[config.mk]
export PLATFORM = sky130hd
export DESIGN_NAME = map_filter_top
export DESIGN_NICKNAME = d
export VERILOG_FILES = /design/src/logic/apb_pkg.sv /design/src/logic/map_pkg.sv /design/src/logic/map_apb_regs.sv /design/src/logic/map_column_sum.sv /design/src/logic/map_control.sv /design/src/logic/map_filter_top.sv /design/src/logic/map_line_buffer.sv /design/src/logic/map_position_counter.sv
export SDC_FILE = /design/constraint.sdc
export NUM_CORES = 2
export LEC_CHECK = 0
export BUFFER_PORTS_ARGS = -buffer_cell sky130_fd_sc_hd__buf_2
export CORE_MARGIN = 2
export CORE_UTILIZATION = 65
export DETAILED_ROUTE_END_ITERATION = 10
export PLACE_DENSITY = 0.82
export SLEW_MARGIN = 20
export SYNTH_ARGS = -nofsm -noshare
export SYNTH_HDL_FRONTEND = slang
export SYNTH_SLANG_ARGS = --single-unit
[constraint.sdc]
create_clock -name clk -period 6.91 [get_ports clk]
set_clock_uncertainty 0.1 [all_clocks]
set_input_delay 0.3455 -clock clk [delete_from_list [all_inputs] [get_ports clk]]
set_output_delay 0.3455 -clock clk [all_outputs]
set_load 0.02 [all_outputs]
[src/logic/apb_pkg.sv]
package apb_pkg;

  typedef struct packed {
    logic        psel;
    logic        penable;
    logic        pwrite;
    logic [3:0]  paddr;
    logic [31:0] pwdata;
  } apb_req_t;

  typedef struct packed {
    logic        pready;
    logic        pslverr;
    logic [31:0] prdata;
  } apb_rsp_t;

  // register map
  localparam logic [3:0] REG_CTRL   = 4'h0;
  localparam logic [3:0] REG_STATUS = 4'h4;
  localparam logic [3:0] REG_PIXEL  = 4'h8;
  localparam logic [3:0] REG_RESULT = 4'hC;

endpackage

[src/logic/map_pkg.sv]
package map_pkg;

  // map geometry, one PU per column
  localparam int MAP_COLS = 28;
  localparam int MAP_ROWS = 28;
  localparam int WIN_ROWS = 5;
  localparam int BUF_ROWS = 4;

  typedef logic [7:0] pixel_t;
  // five taps of 255 need 11 bits
  typedef logic [10:0] sum_t;
  typedef logic [4:0] col_t;
  typedef logic [4:0] row_t;

  typedef struct packed {
    row_t row;
    col_t col;
  } map_pos_t;

  typedef enum logic [1:0] {
    st_idle      = 2'b00,
    st_buffering = 2'b01,
    st_working   = 2'b10
  } map_state_t;

endpackage

[src/logic/map_apb_regs.sv]
`timescale 1ns/100ps

module map_apb_regs (
  input  logic              clk,
  input  logic              nrst,
  input  apb_pkg::apb_req_t req,
  output apb_pkg::apb_rsp_t rsp,
  output logic              start_cmd,
  output logic              pix_valid,
  output map_pkg::pixel_t   pix,
  input  logic              busy,
  input  logic              done,
  input  logic              stall_en,
  input  logic              res_valid,
  input  map_pkg::sum_t     res,
  input  map_pkg::map_pos_t res_pos
);

  logic              access;
  logic              pix_wr;
  logic              hold;
  logic              xfer_done;
  logic              wr;
  logic              rd;
  logic              res_full;
  map_pkg::sum_t     res_sum;
  map_pkg::map_pos_t res_loc;

  assign access = req.psel & req.penable;
  assign pix_wr = req.pwrite & (req.paddr == apb_pkg::REG_PIXEL);
  // hold pixel writes until the pending result is read
  assign hold = access & pix_wr & res_full & stall_en;
  assign xfer_done = access & ~hold;
  assign wr = xfer_done & req.pwrite;
  assign rd = xfer_done & ~req.pwrite;

  assign start_cmd = wr & (req.paddr == apb_pkg::REG_CTRL) & req.pwdata[0];
  assign pix_valid = xfer_done & pix_wr;
  assign pix = req.pwdata[7:0];

  always_ff @(posedge clk or negedge nrst)
  begin
    if (!nrst)
    begin
      res_full <= 1'b0;
    end
    else if (res_valid)
    begin
      res_full <= 1'b1;
    end
    else if (rd && req.paddr == apb_pkg::REG_RESULT)
    begin
      res_full <= 1'b0;
    end
  end

  always_ff @(posedge clk)
  begin
    if (res_valid)
    begin
      res_sum <= res;
      res_loc <= res_pos;
    end
  end

  always_comb
  begin
    rsp.pready = xfer_done;
    rsp.pslverr = rd & (req.paddr == apb_pkg::REG_RESULT) & ~res_full;
    rsp.prdata = '0;
    if (rd)
    begin
      case (req.paddr)
        apb_pkg::REG_STATUS:
        begin
          rsp.prdata[2:0] = {res_full, done, busy};
        end
        apb_pkg::REG_RESULT:
        begin
          rsp.prdata[10:0] = res_sum;
          rsp.prdata[20:16] = res_loc.row;
          rsp.prdata[28:24] = res_loc.col;
        end
        default:
        begin
          rsp.prdata = '0;
        end
      endcase
    end
  end

endmodule

[src/logic/map_column_sum.sv]
`timescale 1ns/100ps

module map_column_sum (
  input  logic                                    clk,
  input  logic                                    nrst,
  input  logic                                    emit,
  input  logic                                    adv,
  input  map_pkg::pixel_t                         din,
  input  map_pkg::pixel_t [map_pkg::BUF_ROWS-1:0] taps,
  input  map_pkg::map_pos_t                       pos,
  output logic                                    res_valid,
  output map_pkg::sum_t                           res,
  output map_pkg::map_pos_t                       res_pos
);

  map_pkg::sum_t sum;

  // current pixel plus the older rows of the window
  always_comb
  begin
    sum = map_pkg::sum_t'(din);
    for (int i = 0; i < map_pkg::WIN_ROWS - 1; i++)
    begin
      sum = sum + map_pkg::sum_t'(taps[i]);
    end
  end

  always_ff @(posedge clk or negedge nrst)
  begin
    if (!nrst)
    begin
      res_valid <= 1'b0;
    end
    else
    begin
      res_valid <= adv & emit;
    end
  end

  always_ff @(posedge clk)
  begin
    if (adv && emit)
    begin
      res <= sum;
      res_pos <= pos;
    end
  end

endmodule

[src/logic/map_control.sv]
`timescale 1ns/100ps

module map_control (
  input  logic              clk,
  input  logic              nrst,
  input  logic              start_cmd,
  input  logic              pix_valid,
  input  logic              last_col,
  input  map_pkg::map_pos_t pos,
  input  logic              last_pixel,
  output logic              adv,
  output logic              emit,
  output logic              busy,
  output logic              done,
  output logic              clr,
  output logic              stall_en
);

  map_pkg::map_state_t state;
  map_pkg::map_state_t state_nxt;
  logic                start_ok;
  logic                buf_full;

  // start is only taken from idle
  assign start_ok = start_cmd & (state == map_pkg::st_idle);
  assign adv = pix_valid & (state != map_pkg::st_idle);
  assign emit = (state == map_pkg::st_working);
  assign stall_en = emit;
  assign busy = (state != map_pkg::st_idle);
  assign clr = start_ok;

  // last pixel of row 3 fills the line buffer
  assign buf_full = last_col & (pos.row == map_pkg::row_t'(map_pkg::WIN_ROWS - 2));

  always_comb
  begin
    state_nxt = state;
    case (state)
      map_pkg::st_idle:
      begin
        if (start_ok)
        begin
          state_nxt = map_pkg::st_buffering;
        end
      end
      map_pkg::st_buffering:
      begin
        if (adv && buf_full)
        begin
          state_nxt = map_pkg::st_working;
        end
      end
      map_pkg::st_working:
      begin
        if (adv && last_pixel)
        begin
          state_nxt = map_pkg::st_idle;
        end
      end
      default:
      begin
        state_nxt = map_pkg::st_idle;
      end
    endcase
  end

  always_ff @(posedge clk or negedge nrst)
  begin
    if (!nrst)
    begin
      state <= map_pkg::st_idle;
      done <= 1'b0;
    end
    else
    begin
      state <= state_nxt;
      if (start_ok)
      begin
        done <= 1'b0;
      end
      else if (emit && adv && last_pixel)
      begin
        done <= 1'b1;
      end
    end
  end

endmodule

[src/logic/map_filter_top.sv]
`timescale 1ns/100ps

module map_filter_top (
  input  logic              clk,
  input  logic              nrst,
  input  apb_pkg::apb_req_t req,
  output apb_pkg::apb_rsp_t rsp
);

  logic                                    start_cmd;
  logic                                    pix_valid;
  map_pkg::pixel_t                         pix;
  logic                                    busy;
  logic                                    done;
  logic                                    clr;
  logic                                    stall_en;
  logic                                    adv;
  logic                                    emit;
  map_pkg::map_pos_t                       pos;
  logic                                    last_col;
  logic                                    last_pixel;
  map_pkg::pixel_t [map_pkg::BUF_ROWS-1:0] taps;
  logic                                    res_valid;
  map_pkg::sum_t                           res;
  map_pkg::map_pos_t                       res_pos;

  map_apb_regs i_map_apb_regs (
    .clk(clk), .nrst(nrst), .req(req), .rsp(rsp),
    .start_cmd(start_cmd), .pix_valid(pix_valid), .pix(pix),
    .busy(busy), .done(done), .stall_en(stall_en),
    .res_valid(res_valid), .res(res), .res_pos(res_pos)
  );

  map_control i_map_control (
    .clk(clk), .nrst(nrst), .start_cmd(start_cmd), .pix_valid(pix_valid),
    .last_col(last_col), .pos(pos), .last_pixel(last_pixel),
    .adv(adv), .emit(emit), .busy(busy), .done(done),
    .clr(clr), .stall_en(stall_en)
  );

  map_position_counter i_map_position_counter (
    .clk(clk), .nrst(nrst), .clr(clr), .adv(adv),
    .pos(pos), .last_col(last_col), .last_pixel(last_pixel)
  );

  map_line_buffer #(.elem_t(map_pkg::pixel_t)) i_map_line_buffer (
    .clk(clk), .nrst(nrst), .adv(adv), .din(pix), .taps(taps)
  );

  map_column_sum i_map_column_sum (
    .clk(clk), .nrst(nrst), .emit(emit), .adv(adv), .din(pix), .taps(taps),
    .pos(pos), .res_valid(res_valid), .res(res), .res_pos(res_pos)
  );

endmodule

[src/logic/map_line_buffer.sv]
`timescale 1ns/100ps

module map_line_buffer #(
  parameter type elem_t = map_pkg::pixel_t
) (
  input  logic                             clk,
  input  logic                             nrst,
  input  logic                             adv,
  input  elem_t                            din,
  output elem_t [map_pkg::BUF_ROWS-1:0]    taps
);

  localparam int NROWS = map_pkg::BUF_ROWS;
  localparam int NCOLS = map_pkg::MAP_COLS;

  elem_t line [NROWS][NCOLS];

  // each row is one map row long, so its tail is the same column one row back
  always_ff @(posedge clk or negedge nrst)
  begin
    if (!nrst)
    begin
      for (int r = 0; r < NROWS; r++)
      begin
        for (int c = 0; c < NCOLS; c++)
        begin
          line[r][c] <= '0;
        end
      end
    end
    else if (adv)
    begin
      line[0][0] <= din;
      for (int r = 1; r < NROWS; r++)
      begin
        line[r][0] <= line[r-1][NCOLS-1];
      end
      for (int r = 0; r < NROWS; r++)
      begin
        for (int c = 1; c < NCOLS; c++)
        begin
          line[r][c] <= line[r][c-1];
        end
      end
    end
  end

  always_comb
  begin
    for (int r = 0; r < NROWS; r++)
    begin
      taps[r] = line[r][NCOLS-1];
    end
  end

endmodule

[src/logic/map_position_counter.sv]
`timescale 1ns/100ps

module map_position_counter (
  input  logic              clk,
  input  logic              nrst,
  input  logic              clr,
  input  logic              adv,
  output map_pkg::map_pos_t pos,
  output logic              last_col,
  output logic              last_pixel
);

  localparam map_pkg::col_t COL_LAST = map_pkg::col_t'(map_pkg::MAP_COLS - 1);
  localparam map_pkg::row_t ROW_LAST = map_pkg::row_t'(map_pkg::MAP_ROWS - 1);

  assign last_col = (pos.col == COL_LAST);
  assign last_pixel = last_col & (pos.row == ROW_LAST);

  // column is the PU number, row doubles as the round
  always_ff @(posedge clk or negedge nrst)
  begin
    if (!nrst)
    begin
      pos <= '0;
    end
    else if (clr)
    begin
      pos <= '0;
    end
    else if (adv)
    begin
      if (last_col)
      begin
        pos.col <= '0;
        // row saturates on the final row
        if (pos.row != ROW_LAST)
        begin
          pos.row <= pos.row + 1'b1;
        end
      end
      else
      begin
        pos.col <= pos.col + 1'b1;
      end
    end
  end

endmodule

==> results.sh <==
export IMPL_cp_start_kind="flip-flop"
export IMPL_r2r_start="i_map_line_buffer.taps[0]"
export IMPL_peakVddDrop_mv=0.184
export IMPL_synth_area_leaders="dfrtp_1, nand2_1, edfxtp_1"
export IMPL_wire_per_inst_um=13.1
export IMPL_area_growth_pct=10.2
export IMPL_slew_limit_headroom_pct=22.4
export IMPL_htreeDepth=3
export IMPL_finalCritPeriodShare_pct=65.2
export IMPL_grt_max_degree=284
export IMPL_antenna_cells=0
export IMPL_crit_type="reg2reg"
export IMPL_yosys_warnings=0
export IMPL_fin_cells=4858
export IMPL_cts_resized=0
export IMPL_hold_class="in2reg"
export IMPL_cts_tree="built"
export IMPL_rsz0062_at_grt="false"
export IMPL_cts_num_sinks=953
export IMPL_pwr_density_cell_nw_per_um2=275
export IMPL_cts_setup_buffers=0
export IMPL_async_flop_share_pct=95.6
export IMPL_drc=0
export IMPL_rrSetupSlack_ps=2400
export IMPL_required_ps=7200
export IMPL_setup_viol=0
export IMPL_port_buffers=39
export IMPL_die_h_um=242
export IMPL_cts_root_buf="clkbuf_16"
export IMPL_hold_buffers=9
export IMPL_layout_drive_gt1_share_pct=5.51
export IMPL_synthDistinctLibCells=48
export IMPL_yosys_area_top_type_share_pct=61.8
export IMPL_grt_pass1_vias=24300
export IMPL_worstMarginPinSlew_ps=1160
export IMPL_routed_wl_um=63700
export IMPL_die_area_um2=58700
export IMPL_viasPerCell=5.07
export IMPL_rows=87
export IMPL_ys_flop_type="dfrtp_1"
export IMPL_hold_depth=4
export IMPL_avgSynthCellArea_um2=9.07
export IMPL_nNetsFinal=4104
export IMPL_synth_seq_cells=953
export IMPL_synth_enable_flop_cells=42
export IMPL_dp_hpwl_um=32900
export IMPL_die_w_um=242
export IMPL_final_setup_tns_ps=0
export IMPL_timing_hold_ws_ps=117
export IMPL_gp_congestion=0.763
export IMPL_worstSkewPairLatency_ps=640
export IMPL_antenna_left=0
export IMPL_grt_use_total_pct=22.5
export IMPL_drt_initial_drc_count=2344
export IMPL_synth_cells=4069
export IMPL_clk_pin_slew_ps=60
export IMPL_cts_path_max_buffers=3
export IMPL_grt_ovfl_total=0
export IMPL_leakagePower_nw=23.4
export IMPL_num_vias=24600
export IMPL_reg2reg_depth=16
export IMPL_coreArea_um2=56300
export IMPL_synth_top_cell_by_area="dfrtp_1"
export IMPL_slew_violations=0
export IMPL_reg2reg_to="i_map_column_sum.res[9]"
export IMPL_min_period_ps=4510
export IMPL_antenna_found_initial=0
export IMPL_numCtsBuffers=91
export IMPL_crit_path_end_kind="flip-flop"
export IMPL_outcome="finished clean"
export IMPL_min_to="i_map_position_counter.pos[8]"
export IMPL_worstHoldStart="req[36]"
export IMPL_start_util_pct=65.6
export IMPL_path_max_fanout=4
export IMPL_seq_area_frac_synth_pct=65.2
export IMPL_critical_path_arrival_ps=4800
export IMPL_pin_count=75
export IMPL_max_freq_ghz=0.222
export IMPL_finalHoldViolCount=0
export IMPL_first_pass_iters=7
export IMPL_drv_cap=0
export IMPL_dp_cells=4679
export IMPL_netlist_area_um2=36900
export IMPL_grt_pass1_wl_um=112000
## synthesized netlist by cell type (all sizes together) (2+ instances only)
| library cell | number |
|---|---|
| and3 | 3 |
| nor2b | 2 |
| nor3 | 3 |
| o21ai | 27 |
| o2111ai | 3 |
| nand3 | 3 |
| mux2i | 4 |
| nand2b | 5 |
| fa | 17 |
| and2 | 22 |
| a31oi | 2 |
| buf | 130 |
| edfxtp | 42 |
| ha | 20 |
| a21oi | 7 |
| o21bai | 4 |
| nor2 | 19 |
| nand2 | 2663 |
| xor2 | 7 |
| or4 | 2 |
| or2 | 2 |
| a21o | 3 |
| clkbuf | 85 |
| xnor2 | 10 |
| nand4 | 5 |
| dfrtp | 911 |
| inv | 47 |
| o211ai | 3 |
## metrics by stage
stage | cell area, µm² | worst slack, ps | util (%) | power (mW)
2_1_floorplan | 36900 | 2800 | - | 5.86
3_3_place_gp | 37300 | 2430 | 66.3 | 6.00
3_5_place_dp | 37300 | 2370 | 66.3 | 6.00
4_1_cts | 40600 | 2400 | 72.2 | 11.3
5_1_grt | 40700 | 2220 | 72.2 | 11.5
6_report | 40700 | 2400 | 72.2 | 11.2
## cells in the final DEF (no fill, tap or decap), drive strengths merged, types with 2 or more instances in the layout
| cell type | n |
|---|---|
| a21o | 3 |
| edfxtp | 42 |
| nand3 | 3 |
| nand4 | 5 |
| nand2b | 5 |
| a31oi | 2 |
| and2 | 22 |
| nand2 | 2663 |
| a21oi | 7 |
| ha | 20 |
| nor3 | 3 |
| mux2i | 4 |
| o2111ai | 3 |
| nor2 | 19 |
| clkinv | 25 |
| buf | 60 |
| nor2b | 2 |
| and3 | 3 |
| o21bai | 4 |
| o21ai | 27 |
| conb | 11 |
| fa | 17 |
| bufinv | 11 |
| xnor2 | 10 |
| o211ai | 3 |
| clkinvlp | 4 |
| clkbuf | 125 |
| inv | 51 |
| or2 | 2 |
| xor2 | 7 |
| dfrtp | 911 |
| or4 | 2 |
| dlygate4sd3 | 9 |
## layer usage
metal	up-vias	GRT usage (%)	part of all wire, %
met5	-	0	0
met1	12000	31.7	45
met3	113	3.02	3.4
li1	12200	-	-
met4	0	7.75	2.4
met2	358	36.6	49
## power breakdown
part / leakage, nW / total [mW] / internal [mW] / switching [mW]
clock network: 1.60 / 5.27 / 3.15 / 2.12
logic: 8.68 / 0.262 / 0.0675 / 0.194
registers: 13.1 / 5.64 / 5.63 / 0.00756
total: 23.4 / 11.2 / 8.85 / 2.32
## cells by family (layout without fill, tap and decap cells)
logic type / after synthesis / after routing / synth area share, %
compound gates: 58 / 58 / 0.980
xor+xnor: 17 / 17 / 0.403
fa+ha+maj: 37 / 37 / 1.60
buf+inv: 262 / 285 / 3.39
flops: 953 / 953 / 65.2
mux: 5 / 5 / 0.139
other cells: 1 / 11 / 0.0102
simple gates: 2736 / 2736 / 28.3
## layout make-up
cell class / instances / area [µm²]
timing repair buffer: 69 / 586
tap: 756 / 946
sequential: 953 / 24100
fill: 3796 / 15600
multi-input combinational: 2864 / 11700
inverter: 47 / 176
clock buffer: 125 / 2700
clock inverter: 44 / 526
## flip-flops by register name, indices dropped and copies added (netlist names)
signal                      flops
i_map_control.done              1
i_map_apb_regs.res_loc         10
i_map_apb_regs.res_sum         11
i_map_column_sum.res           11
i_map_line_buffer.line        864
i_map_control.state             2
i_map_column_sum.res_pos       10
i_map_apb_regs.res_full         1
i_map_column_sum.res_valid      1
i_map_line_buffer.taps         32
i_map_position_counter.pos     10
## worst max-delay path by stage
stage	slack [ps]	to	depth (start not counted)	start
final	2400	i_map_column_sum.res[9]	16	i_map_line_buffer.taps[0]
after global routing	2220	i_map_column_sum.res[9]	16	i_map_line_buffer.taps[0]
after CTS	2400	i_map_column_sum.res[9]	16	i_map_line_buffer.taps[0]
after detailed placement	2370	i_map_column_sum.res[9]	17	req[0]
after global placement	2430	i_map_column_sum.res[9]	17	req[0]
after floorplan	2800	i_map_column_sum.res[9]	16	i_map_line_buffer.taps[0]
## worst max-delay path, stage by stage (launching register included)
cell	delay, ps
dfrtp_1	400
ha_1	250
fa_1	440
a21o_1	200
a21oi_1	270
o21bai_1	130
a21oi_1	180
xnor2_1	110
fa_1	490
inv_1	50
fa_1	490
inv_1	40
ha_1	340
o2111ai_1	110
o211ai_1	150
o41a_1	340
xor2_1	150
Power figures use the tool's default switching activity.
